$ cat src/hw/tnoc_link_pkg.sv
package tnoc_link_pkg;
  localparam int FLIT_PAYLOAD_WIDTH = 32;
  localparam int FLIT_TYPE_WIDTH    = 2;
  localparam int FLIT_WIDTH         = FLIT_TYPE_WIDTH + FLIT_PAYLOAD_WIDTH;

  // Flit type lives in the top bits of each flit.
  typedef enum logic [FLIT_TYPE_WIDTH-1:0] {
    TNOC_HEAD_FLIT      = 2'b00,
    TNOC_BODY_FLIT      = 2'b01,
    TNOC_TAIL_FLIT      = 2'b10,
    TNOC_HEAD_TAIL_FLIT = 2'b11
  } tnoc_flit_type;

  typedef enum logic {
    ARB_IDLE   = 1'b0,
    ARB_LOCKED = 1'b1
  } tnoc_arb_state;

  // Channel index width, never below one bit.
  function automatic int tnoc_vc_width(int channels);
    return (channels > 1) ? $clog2(channels) : 1;
  endfunction

  // Tail and head-tail flits close a packet.
  function automatic logic is_tail_flit(logic [FLIT_WIDTH-1:0] flit);
    tnoc_flit_type flit_type;
    flit_type = tnoc_flit_type'(flit[FLIT_WIDTH-1-:FLIT_TYPE_WIDTH]);
    return (flit_type == TNOC_TAIL_FLIT) || (flit_type == TNOC_HEAD_TAIL_FLIT);
  endfunction
endpackage

$ cat src/hw/tnoc_fifo.sv
`timescale 1ns/100ps

module tnoc_fifo
  import tnoc_link_pkg::*;
#(
  parameter int WIDTH     = FLIT_WIDTH,
  parameter int DEPTH     = 8,
  parameter int THRESHOLD = DEPTH
)(
  input  logic             clk,
  input  logic             i_rst_n,
  input  logic             i_clear,
  input  logic             i_push,
  input  logic [WIDTH-1:0] i_data,
  input  logic             i_pop,
  output logic             o_empty,
  output logic             o_almost_full,
  output logic             o_full,
  output logic [WIDTH-1:0] o_data
);
  localparam int PTR_WIDTH   = (DEPTH > 1) ? $clog2(DEPTH) : 1;
  localparam int COUNT_WIDTH = $clog2(DEPTH + 1);

  logic [WIDTH-1:0]       mem [DEPTH];
  logic [PTR_WIDTH-1:0]   wr_ptr;
  logic [PTR_WIDTH-1:0]   rd_ptr;
  logic [COUNT_WIDTH-1:0] count;
  logic                   push;
  logic                   pop;

  // Wraps for depths that are not a power of two.
  function automatic logic [PTR_WIDTH-1:0] next_ptr(logic [PTR_WIDTH-1:0] ptr);
    return (ptr == PTR_WIDTH'(DEPTH - 1)) ? '0 : ptr + 1'b1;
  endfunction

  assign push = i_push && !o_full;
  assign pop  = i_pop && !o_empty;

  assign o_empty       = (count == '0);
  assign o_almost_full = (count >= COUNT_WIDTH'(THRESHOLD));
  assign o_full        = (count == COUNT_WIDTH'(DEPTH));
  assign o_data        = mem[rd_ptr];  // Head entry.

  always_ff @(posedge clk or negedge i_rst_n) begin
    if (!i_rst_n) begin
      wr_ptr <= '0;
      rd_ptr <= '0;
      count  <= '0;
    end else if (i_clear) begin
      wr_ptr <= '0;
      rd_ptr <= '0;
      count  <= '0;
    end else begin
      if (push) wr_ptr <= next_ptr(wr_ptr);
      if (pop) rd_ptr <= next_ptr(rd_ptr);
      if (push && !pop) count <= count + 1'b1;
      else if (!push && pop) count <= count - 1'b1;
    end
  end

  always_ff @(posedge clk) begin
    if (push) mem[wr_ptr] <= i_data;
  end

  ast_no_push_when_full: assert property (
    @(posedge clk) disable iff (!i_rst_n) !(i_push && o_full)
  ) else $error("tnoc_fifo: push while full");

  ast_no_pop_when_empty: assert property (
    @(posedge clk) disable iff (!i_rst_n) !(i_pop && o_empty)
  ) else $error("tnoc_fifo: pop while empty");
endmodule

$ cat src/hw/tnoc_flit_if_fifo.sv
`timescale 1ns/100ps

module tnoc_flit_if_fifo
  import tnoc_link_pkg::*;
#(
  parameter int CHANNELS  = 2,
  parameter int DEPTH     = 4,
  parameter int THRESHOLD = DEPTH
)(
  input  logic                           clk,
  input  logic                           i_rst_n,
  input  logic                           i_clear,
  input  logic [CHANNELS-1:0]            i_flit_valid,
  input  logic [FLIT_WIDTH-1:0]          i_flit,
  output logic [CHANNELS-1:0]            o_flit_ready,
  output logic [CHANNELS-1:0]            o_vc_available,
  output logic [CHANNELS-1:0]            o_empty,
  input  logic [CHANNELS-1:0]            i_pop,
  output logic [CHANNELS*FLIT_WIDTH-1:0] o_data
);
  logic [CHANNELS-1:0] almost_full;
  logic [CHANNELS-1:0] full;

  for (genvar i = 0; i < CHANNELS; ++i) begin : g_fifo
    logic push;

    // Write only what the channel can take.
    assign push              = i_flit_valid[i] && !full[i];
    assign o_flit_ready[i]   = ~full[i];
    assign o_vc_available[i] = ~almost_full[i];  // Credit level.

    tnoc_fifo #(
      .WIDTH     (FLIT_WIDTH ),
      .DEPTH     (DEPTH      ),
      .THRESHOLD (THRESHOLD  )
    ) u_fifo (
      .clk           (clk                                     ),
      .i_rst_n       (i_rst_n                                 ),
      .i_clear       (i_clear                                 ),
      .i_push        (push                                    ),
      .i_data        (i_flit                                  ),
      .i_pop         (i_pop[i]                                ),
      .o_empty       (o_empty[i]                              ),
      .o_almost_full (almost_full[i]                          ),
      .o_full        (full[i]                                 ),
      .o_data        (o_data[i*FLIT_WIDTH+:FLIT_WIDTH]        )
    );
  end

  // One flit bus, so one channel per cycle.
  ast_valid_onehot: assert property (
    @(posedge clk) disable iff (!i_rst_n) $onehot0(i_flit_valid)
  ) else $error("tnoc_flit_if_fifo: more than one channel valid");
endmodule

$ cat config.mk
export PLATFORM = sky130hd
export DESIGN_NAME = tnoc_flit_if_fifo
export DESIGN_NICKNAME = d
export VERILOG_FILES = /design/src/hw/tnoc_link_pkg.sv /design/src/hw/tnoc_fifo.sv /design/src/hw/tnoc_flit_if_fifo.sv
export SDC_FILE = /design/constraint.sdc
export NUM_CORES = 1
export LEC_CHECK = 0
export BUFFER_PORTS_ARGS = -buffer_cell sky130_fd_sc_hd__buf_4
export CAP_MARGIN = 30
export CORE_ASPECT_RATIO = 0.6
export CORE_MARGIN = 3
export CORE_UTILIZATION = 63
export DETAILED_ROUTE_END_ITERATION = 10
export PLACE_DENSITY = 0.88
export SLEW_MARGIN = 20
export SYNTH_ARGS = -nofsm -noshare
export SYNTH_HDL_FRONTEND = slang
export SYNTH_HIERARCHICAL = 1
export SYNTH_SLANG_ARGS = --single-unit
$ cat constraint.sdc
create_clock -name clk -period 4.3 [get_ports clk]
set_input_delay 0.86 -clock clk [delete_from_list [all_inputs] [get_ports clk]]
set_output_delay 0.86 -clock clk [all_outputs]
set_load 0.01 [all_outputs]
==> impl_metrics.json <==
{
  "status": "complete, no violations",
  "ys.flop_type": "edfxtp_1",
  "netlist_area_sq_mm": 0.0110,
  "grt_use_total_pct": 24.8,
  "fin_area_sq_mm": 0.0130,
  "initial_core_util_pct": 66.2,
  "worst_pin_slew_ns": 0.997,
  "die-area_sq_mm": 0.0192,
  "period_minus_slack_ns": 3.25,
  "drive_gt1_share_pct": 39.4,
  "arrival_ns": 2.39,
  "antenna_found_initial": 0,
  "finalNetCount": 664,
  "p_per_area_mw_per_mm2": 630,
  "finalMaxSlewViolations": 0,
  "grt_pass1_vias": 5415,
  "cp-end-kind": "primary output",
  "cts_tree": "built",
  "drc": 0,
  "vdd_drop_max_mv": 0.344,
  "clockBufferDepth": 3,
  "cts-resized-gates": 0,
  "cp_max_fo": 15,
  "crit_chain": "buf_4, mux4_2, buf_4",
  "slowest_stage": "dfrtp_2",
  "insertion_delay_ns": 0.51,
  "place_congestion": 0.763,
  "p_total_mw": 8.18,
  "final.setup_skew_ns": 0.0158,
  "yosysWarningCount": 6,
  "finalHoldViolCount": 0,
  "critPathKind": "register to primary output",
  "synth_top_area_share_pct": 74.0,
  "hp-class": "input port to async pin",
  "max_stage_delay_ns": 0.66,
  "hpwl_um": 13100,
  "path_clk_slew_ns": 0.07,
  "synth.distinct_cells": 43,
  "maxCapViolations": 0,
  "worst_slack_ns": 1.05,
  "synthCells": 493,
  "hold_buffers": 0,
  "pre_cts_ws_ns": 1.33,
  "drtIter0Drc": 557,
  "grt_max_degree": 37,
  "required_ns": 3.44,
  "grt_overflow": 0,
  "p_leak_nw": 4.44,
  "setup_tns_ns": 0,
  "postCtsSetupRepairBufs": 0,
  "portBuffers": 114,
  "synth_seq_cells": 286,
  "finalSetupViolCount": 0,
  "yosysTopAreaCell": "edfxtp_1",
  "drtAntennaViolNets": 0,
  "clock-sinks": 286,
  "synth-seq-area-share_pct": 77.2,
  "max_freq_mhz": 308,
  "num_vias": 5403,
  "routed_wl_um": 23300,
  "syn-num-nets": 546,
  "rows": 36,
  "cp_top_family": "flip-flops",
  "numCtsBuffers": 24,
  "synthTopCellsByArea": "edfxtp_1 74%, mux4_2 14%, dfrtp_1 3.2%, ha_1 1.1%, buf_4 0.75%",
  "pin_count": 115,
  "synthArstFlopShare_pct": 4.90,
  "grt_pass1_wl_um": 34500,
  "rsz0062_at_grt": "no",
  "crit_top_cell": "buf_4",
  "die_x_um": 177,
  "place_area_sq_mm": 0.0120,
  "final.period_utilization_pct": 75.5,
  "area_growth_pct": 17.8,
  "drt-pass1-iter-count": 6,
  "drt-wirelength-per-cell_um": 27.2,
  "synth_edf_count": 272,
  "antennaDiodeCount": 0,
  "cp-start-kind": "register",
  "final_core_util_pct": 78.0,
  "die_h_um": 109,
  "n_fill_cell": 860,
  "crit_buf_inv": 2,
  "htreeDepth": 1,
  "routed_via_density": 6.30,
  "fp.coreArea_sq_mm": 0.0167,
  "maxSlewHeadroom_pct": 33.6,
  "root_buffer": "clkbuf_16",
  "avgSynthCellArea_sq_um": 22.4
}
==> synth_stat cells (all sizes together), types with 2 or more instances <==
| master | count |
|---|---|
| a211o | 2 |
| a21bo | 2 |
| a21oi | 6 |
| a311oi | 2 |
| and3 | 10 |
| buf | 25 |
| clkbuf | 5 |
| dfrtp | 14 |
| edfxtp | 272 |
| fa | 2 |
| ha | 10 |
| inv | 17 |
| mux2 | 2 |
| mux2i | 6 |
| mux4 | 68 |
| nand2 | 2 |
| nand3 | 3 |
| nand3b | 4 |
| nor2 | 12 |
| nor2b | 2 |
| nor3 | 2 |
| o211a | 2 |
| o211ai | 2 |
| o21ai | 6 |
| o311a | 2 |
| o31ai | 4 |
| or3 | 2 |
| or3b | 2 |
==> final cells by class <==
class / instances / area (sq um) / area share, %
sequential: 286 / 8520 / 65.6
multi-input combinational: 158 / 2250 / 17.3
timing repair buffer: 123 / 1030 / 7.92
clock buffer: 28 / 637 / 4.90
tap: 228 / 285 / 2.20
clock inverter: 16 / 199 / 1.53
inverter: 18 / 68.8 / 0.530
==> registers in the layout, summed over array words and instances (netlist names) <==
signal                cells
g_fifo.u_fifo/mem       272
g_fifo.u_fifo/count       6
g_fifo.u_fifo/rd_ptr      4
g_fifo.u_fifo/wr_ptr      4
==> final timing paths <==
path | slack, ns | cells past startpoint | start | to
worst min-delay path | 0.19 | 1 | i_rst_n | g_fifo[1].u_fifo/count[1]
worst min register to register | 0.60 | 2 | g_fifo[0].u_fifo/wr_ptr[1] | g_fifo[0].u_fifo/wr_ptr[1]
min in group clk | 0.58 | 1 | i_flit[16] | g_fifo[0].u_fifo/mem[0][16]
worst max register to register | 1.30 | 4 | g_fifo[1].u_fifo/count[0] | g_fifo[1].u_fifo/mem[2][24]
max in group asynchronous | 3.91 | 1 | i_rst_n | g_fifo[0].u_fifo/rd_ptr[0]
worst max-delay path | 1.05 | 3 | g_fifo[0].u_fifo/rd_ptr[0] | o_data[11]
==> power breakdown <==
group	switching, mW	internal, mW
Sequential	0.250	3.48
Clock	0.937	1.36
Combinational	1.06	1.09
Total	2.25	5.93
==> through the flow <==
step           hold WS (ns)  cells
2_1_floorplan         0.547    493
3_3_place_gp          0.568    807
3_5_place_dp          0.597    807
4_1_cts               0.186    851
5_1_grt               0.192    857
6_report              0.192    857
==> worst register-to-register path: cells and delay by family, from the launching register on <==
family	cells	cell delay [ns]
buffers and inverters	1	0.16
DFF	1	0.54
and+or+nand+nor	3	1.89
==> cells by family after synthesis <==
| group | count (synthesis) | synth area share (%) |
|---|---|---|
| AO/OA/AOI/OAI | 28 | 1.92 |
| buffers and inverters | 49 | 2.44 |
| flip-flops | 286 | 77.2 |
| multiplexers | 76 | 14.7 |
| AND/OR/NAND/NOR | 42 | 2.28 |
| adder cells (fa/ha/maj) | 12 | 1.50 |
==> routing by layer <==
metal  track usage [%]  wire length (um)  up-vias
li1                  -                 -     2262
met1              34.9              9200     2810
met2              40.8             11600      273
met3              5.19              1740       58
met4              6.95               805        0
met5                 0                 0        -
==> layout by cell type, fill, tap and decap left out, types with 7 or more instances in the layout <==
cell type / instances
mux4_2: 68
nor2_1: 12
clkinv_1: 7
inv_1: 16
edfxtp_1: 272
ha_1: 10
dfrtp_1: 10
clkbuf_16: 25
and3_2: 9
buf_4: 117
Power figures use the tool's default switching activity.
