## config.mk

```make
export PLATFORM = sky130hd
export DESIGN_NAME = tnoc_link_output_stage
export DESIGN_NICKNAME = d
export VERILOG_FILES = /design/src/hw/tnoc_link_pkg.sv /design/src/hw/tnoc_link_output_stage.sv
export SDC_FILE = /design/constraint.sdc
export NUM_CORES = 1
export LEC_CHECK = 0
export BUFFER_PORTS_ARGS = -buffer_cell sky130_fd_sc_hd__buf_4
export CAP_MARGIN = 20
export CORE_ASPECT_RATIO = 1.25
export CORE_UTILIZATION = 39
export CTS_BUF_LIST = sky130_fd_sc_hd__clkbuf_8 sky130_fd_sc_hd__clkbuf_16
export DETAILED_ROUTE_END_ITERATION = 8
export GPL_TIMING_DRIVEN = 0
export MAX_ROUTING_LAYER = met4
export PLACE_DENSITY = 0.83
export SLEW_MARGIN = 20
export SYNTH_ARGS = -nofsm -noshare
export SYNTH_HDL_FRONTEND = slang
export SYNTH_SLANG_ARGS = --single-unit
```

## constraint.sdc

```tcl
create_clock -name clk -period 3.1 [get_ports clk]
set_input_delay 0.31 -clock clk [delete_from_list [all_inputs] [get_ports clk]]
set_output_delay 0.31 -clock clk [all_outputs]
set_load 0.02 [all_outputs]
```

## src/hw/tnoc_link_pkg.sv

```systemverilog
package tnoc_link_pkg;
  localparam int FLIT_PAYLOAD_WIDTH = 32;
  localparam int FLIT_TYPE_WIDTH    = 2;
  localparam int FLIT_WIDTH         = FLIT_TYPE_WIDTH + FLIT_PAYLOAD_WIDTH;

  // Flit type lives in the top bits of each flit.
  typedef enum logic [FLIT_TYPE_WIDTH-1:0] {
    TNOC_HEAD_FLIT      = 2'b00,
    TNOC_BODY_FLIT      = 2'b01,
    TNOC_TAIL_FLIT      = 2'b10,
    TNOC_HEAD_TAIL_FLIT = 2'b11
  } tnoc_flit_type;

  typedef enum logic {
    ARB_IDLE   = 1'b0,
    ARB_LOCKED = 1'b1
  } tnoc_arb_state;

  // Channel index width, never below one bit.
  function automatic int tnoc_vc_width(int channels);
    return (channels > 1) ? $clog2(channels) : 1;
  endfunction

  // Tail and head-tail flits close a packet.
  function automatic logic is_tail_flit(logic [FLIT_WIDTH-1:0] flit);
    tnoc_flit_type flit_type;
    flit_type = tnoc_flit_type'(flit[FLIT_WIDTH-1-:FLIT_TYPE_WIDTH]);
    return (flit_type == TNOC_TAIL_FLIT) || (flit_type == TNOC_HEAD_TAIL_FLIT);
  endfunction
endpackage

```

## src/hw/tnoc_link_output_stage.sv

```systemverilog
`timescale 1ns/100ps

module tnoc_link_output_stage
  import tnoc_link_pkg::*;
#(
  parameter  int CHANNELS = 2,
  localparam int VC_WIDTH = tnoc_vc_width(CHANNELS)
)(
  input  logic                  clk,
  input  logic                  i_rst_n,
  input  logic                  i_clear,
  input  logic                  i_valid,
  input  logic [FLIT_WIDTH-1:0] i_flit,
  input  logic [VC_WIDTH-1:0]   i_vc,
  input  logic                  i_ready,
  output logic                  o_slot_ready,
  output logic                  o_flit_valid,
  output logic [FLIT_WIDTH-1:0] o_flit,
  output logic [VC_WIDTH-1:0]   o_flit_vc
);
  logic slot_valid;
  logic load;

  // Free, or draining this cycle.
  assign o_slot_ready = !slot_valid || i_ready;
  assign load         = i_valid && o_slot_ready;
  assign o_flit_valid = slot_valid;

  always_ff @(posedge clk or negedge i_rst_n) begin
    if (!i_rst_n) begin
      slot_valid <= 1'b0;
    end else if (i_clear) begin
      slot_valid <= 1'b0;
    end else if (load) begin
      slot_valid <= 1'b1;
    end else if (i_ready) begin
      slot_valid <= 1'b0;
    end
  end

  always_ff @(posedge clk) begin
    if (load && !i_clear) begin
      o_flit    <= i_flit;
      o_flit_vc <= i_vc;
    end
  end

  // Link sees a steady flit while it stalls.
  ast_hold_stable: assert property (
    @(posedge clk) disable iff (!i_rst_n || i_clear)
    (o_flit_valid && !i_ready) |=>
      (o_flit_valid && $stable(o_flit) && $stable(o_flit_vc))
  ) else $error("tnoc_link_output_stage: output changed under back-pressure");
endmodule

```

==> out/metrics.yaml, run 1 <==
status: "finished clean"
fin_nets: 165
drive_above_1_share_pct: 67.46
finalCriticalPeriod_ns: 1.832
gp_congestion: 0.6462
clk_path_buf_depth: 2
hold_buffers: 1
grt_max_degree: 19
synth.area.top_cells: "edfxtp_1, dfrtp_1, nand2b_4, nor3b_2, a21oi_1"
critical_path_class: "reg2reg"
clock_latency_ns: 0.27
worst_pin_slew_ns: 0.9709
cts.sinks: 36
period_share_pct: 59.08
switchingPower_mw: 0.1992
cts_setup_buffers: 0
grt_usage_pct: 15.11
syn_avg_cell_area_um2: 27.78
cts_buffers: 5
rsz0062_at_grt: "no"
required_ns: 3.08
antenna_found_initial: 0
io_pins: 77
viasPerCell: 4.400
crit_path_max_fanout: 18
cts_tree: "done"
max_cap_viol_count: 0
io_buffers: 76
critical_path_arrival_ns: 1.82
dp_cells: 151
insertedDiodeCount: 0
die_w_um: 49.74
grt_pass1_wl_um: 2946
min_path_type: "in2reg"
dieHeight_um: 61.68
power.leakage_nw: 0.7906
finalSetupTns_ns: 0
n_fill_cell: 193
seq_area_frac_synth_pct: 96.85
netlist_area_um2: 1111
preCtsSetupSlack_ns: 1.239
fp-row-count: 21
end_kind: "flop"
synth_nets: 80
max_slew_margin_pct: 35.20
syn2layout_area_growth_pct: 66.44
wire_per_inst_um: 13.34
p_comb_share_pct: 11.5
firstDrtPassIters: 4
clockRootBuffer: "clkbuf_8"
yosysTopAreaCell: "edfxtp_1"
grt-ovfl-total: 0
finalHoldViolCount: 0
synth-seq-cells: 36
critPathLaunchType: "flop"
netlist.area_leader.share_pct: 94.59
swShare_pct: 20.54
instances_no_fill: 160
slew_viol_final: 0
finalWorstSetupSlack_ns: 1.268
drc: 0
dr.first_iter.drc_count: 32
synth_cells: 40
holdWs_ns: 0.2054
routed_wl_um: 2134
intPower_mw: 0.7707
p_per_area_nw_per_um2: 524.5
ir_drop_mv: 0.4277
timing.fmax_mhz: 546.0
initial_core_util_pct: 41.46
yosysWarnings: 0
p_clk_share_pct: 30.2
finalClockSkew_ns: 0.004980
cts_resized: 0
yosysUniqueCellTypes: 6
postRouteAntennaNets: 0
routed-via-count: 704
die_area_um2: 3068
path_clk_slew_ns: 0.06
setup_viol: 0
core_area_um2: 2680
cts-htree-levels: 2
seqPwrFrac_pct: 58.2
grt_pass1_vias: 712
## logic make-up after synthesis
kind of cell           count (synthesis)  share of synthesized area (%)
AND/OR/NAND/NOR                        2                          2.364
flip-flops                            36                          96.85
AO/OA/AOI/OAI                          1                         0.4500
buffers and inverters                  1                         0.3375
## registers in the layout (all words and copies together) (netlist names)
name,flops
o_flit,34
o_flit_valid,1
o_flit_vc,1
## worst paths after layout
kind | startpoint | to | slack (ns) | cells past startpoint
max | o_flit_valid$_DFFE_PN0P_ | o_flit[29]$_DFFE_PP_ | 1.27 | 3
min | i_flit[19] | o_flit[19]$_DFFE_PP_ | 0.21 | 1
max reg2reg | o_flit_valid$_DFFE_PN0P_ | o_flit[29]$_DFFE_PP_ | 1.27 | 3
min reg2reg | o_flit_valid$_DFFE_PN0P_ | o_flit_valid$_DFFE_PN0P_ | 0.60 | 2
max in group asynchronous | i_rst_n | o_flit_valid$_DFFE_PN0P_ | 2.68 | 2
min in group asynchronous | i_rst_n | o_flit_valid$_DFFE_PN0P_ | 0.34 | 2
## synth_stat cells
master	count
a21oi_1	1
dfrtp_1	1
edfxtp_1	35
inv_1	1
nand2b_4	1
nor3b_2	1
## area by class of cell
cell class | instances | area [µm²] | share of cell area (%)
clock buffers | 5 | 68.82 | 3.721
clock inverters | 3 | 12.51 | 0.6766
inverters | 1 | 3.754 | 0.2030
multi-input cells | 3 | 37.54 | 2.030
flip-flops and latches | 36 | 1076 | 58.19
well taps | 34 | 42.54 | 2.300
repair buffers | 78 | 608.1 | 32.88
## metal layers
layer	routed length (µm)	GRT usage, %
met5	0	-
met4	31	10.61
met3	260	8.889
met2	1145	24.71
met1	696	12.87
## layout by cell type, fill, tap and decap left out
master and n:
buf_4 76, edfxtp_1 35, clkbuf_8 5, inv_1 3, nand2b_4 1, nor3b_4 1
a21oi_1 1, clkinv_2 1, dlygate4sd3_1 1, buf_16 1, dfrtp_1 1
## critical path, cell delays in order, from the launching register on
cell and delay (ns):
dfrtp_1 0.41, nand2b_4 0.09, nor3b_4 0.80, buf_16 0.23
## per-stage QoR
step                      area, µm²  utilization [%]  total power [mW]
after global routing           1849            69.00             1.006
after detailed placement       1758            65.59            0.6868
after CTS                      1849            69.00            0.9815
final                          1849            69.00            0.9699
after global placement         1724            64.33            0.6781
after floorplan                1111                -            0.6119
## power by group through the flow
| stage | sequential [mW] | combinational (mW) | clock, mW |
|---|---|---|---|
| 6_report | 0.565 | 0.112 | 0.293 |
| 5_1_grt | 0.567 | 0.117 | 0.322 |
| 4_1_cts | 0.565 | 0.113 | 0.303 |
| 3_5_place_dp | 0.575 | 0.111 | 0 |
| 3_3_place_gp | 0.576 | 0.103 | 0 |
| 2_1_floorplan | 0.601 | 0.0104 | 0 |
(Power assumes the default switching activity.)
==> inputs of run 2 (changes only) <==
Clock period 3.1 ns to 1.7 ns, I/O delays scaled along.
==> out/metrics.yaml, run 2 (synthesized netlist as in run 1, its figures left out) <==
top_register: "o_flit"
power.leakage_nw: 0.8027  # +1.5%
ir_drop_mv: 0.9388  # +120%
final_cell_mix: "buf_4, edfxtp_1, clkbuf_8"
firstDrtPassIters: 4  # unchanged
slowest_delay_ns: 0.43  # -0.37 ns
setup_viol: 0  # unchanged
grt-ovfl-total: 0  # unchanged
postRouteAntennaNets: 0  # unchanged
critical_path_arrival_ns: 1.28  # -0.54 ns
grt_usage_pct: 16.21  # +1.1 points
min_path_type: "in2reg"
cts.sinks: 36  # unchanged
grt_pass1_vias: 684  # -3.9%
io_buffers: 76  # unchanged
die_area_um2: 3068  # unchanged
largest_register_ffs: 34  # unchanged
max_slew_margin_pct: 84.34  # +49 points
wire_per_inst_um: 13.63  # +2.2%
gp_congestion: 0.6965  # +7.8%
worst_pin_slew_ns: 0.2346  # -0.7363 ns
cts-htree-levels: 2  # unchanged
timing.fmax_mhz: 768.1  # +41%
die_w_um: 49.74  # unchanged
crit_family: "flip-flops"
max_cap_viol_count: 0  # unchanged
finalHoldViolCount: 0  # unchanged
mostFrequentLayoutCell: "buf_4"
holdWs_ns: 0.06781  # -0.1375 ns
cp.buffers_inverters: 1  # unchanged
slowest_stage: "dfrtp_2"
p_per_area_nw_per_um2: 1029  # +96%
crit_path_max_fanout: 18  # unchanged
dieHeight_um: 61.68  # unchanged
end_kind: "flop"
insertedDiodeCount: 0  # unchanged
clockRootBuffer: "clkbuf_8"
fp-row-count: 21  # unchanged
drive_above_1_share_pct: 69.53  # +2.1 points
finalClockSkew_ns: 0.003417  # -0.001563 ns
period_share_pct: 76.58  # +18 points
initial_core_util_pct: 41.46  # unchanged
rrSetupSlack_ns: 0.40  # -0.87 ns
io_pins: 77  # unchanged
finalCriticalPeriod_ns: 1.302  # -0.5296 ns
clock_latency_ns: 0.27  # about the same
path_clk_slew_ns: 0.07  # about the same
drc: 0  # unchanged
grt_max_degree: 19  # unchanged
grt_pass1_wl_um: 3194  # +8.4%
syn2layout_area_growth_pct: 68.81
critPathLaunchType: "flop"
instances_no_fill: 162  # +1.3%
critical_path_class: "reg2reg"
routed-via-count: 717  # +1.8%
routed_wl_um: 2208  # +3.5%
status: "finished clean"
fin_nets: 167  # +1.2%
cts_tree: "done"
core_area_um2: 2680  # unchanged
antenna_found_initial: 0  # unchanged
dp_cells: 151  # unchanged
crit_chain: "nand2b_4, nor3b_4, buf_6"
rsz0062_at_grt: "no"
viasPerCell: 4.426  # +0.59%
slew_viol_final: 0  # unchanged
clk_path_buf_depth: 2  # unchanged
cts_buffers: 5  # unchanged
dr.first_iter.drc_count: 32  # unchanged
required_ns: 1.67  # -1.41 ns
-- run 2: cell type report --
| type | count | area, µm² |
|---|---|---|
| Clock buffer | 5 | 68.82 |
| Clock inverter | 3 | 38.79 |
| Fill cell | 172 | 804.5 |
| Inverter | 1 | 3.754 |
| Multi-Input combinational cell | 3 | 37.54 |
| Sequential cell | 36 | 1077 |
| Tap cell | 34 | 42.54 |
| Timing Repair Buffer | 80 | 606.8 |
-- run 2: final timing paths --
kind / start / to / cells after the start
worst max-delay path: o_flit_valid$_DFFE_PN0P_ / o_flit[22]$_DFFE_PP_ / 3
worst min-delay path: i_flit[21] / o_flit[21]$_DFFE_PP_ / 1
worst max register to register: o_flit_valid$_DFFE_PN0P_ / o_flit[22]$_DFFE_PP_ / 3
worst min register to register: o_flit_valid$_DFFE_PN0P_ / o_flit_valid$_DFFE_PN0P_ / 2
max in group asynchronous: i_rst_n / o_flit_valid$_DFFE_PN0P_ / 2
min in group asynchronous: i_rst_n / o_flit_valid$_DFFE_PN0P_ / 2
-- run 2: stage by stage --
step                TNS, ns  utilization (%)  total power, mW  worst slack (ns)  area, µm²
finish                    0            69.98            1.931            0.3981       1876
global route              0            69.98            2.008            0.3673       1876
CTS                       0            69.98            1.949            0.3920       1876
detailed placement   -2.503            65.03            1.246           -0.1393       1743
global placement     -12.18            64.61            1.238           -0.3495       1732
floorplan            -9.158                -            1.117           -0.2617       1119
-- run 2: metal layers --
layer | global-route usage [%] | up-vias | wire, µm
met5 | - | - | 0
met4 | 8.571 | 0 | 32
met3 | 7.160 | 5 | 233
met2 | 25.29 | 52 | 1205
met1 | 17.58 | 329 | 736
li1 | - | 331 | -
-- run 2: timing repair --
action	in CTS	in global routing
setup buffers	2	0
hold buffers	1	0
endpoints found under the setup margin	18	0
gates resized for setup	0	0
hold endpoints to repair	1	0
-- run 2: power by group --
part | total, mW | internal, mW | switching [mW]
clock network | 0.698 | 0.429 | 0.270
logic | 0.202 | 0.110 | 0.0921
registers | 1.03 | 1.02 | 0.0111
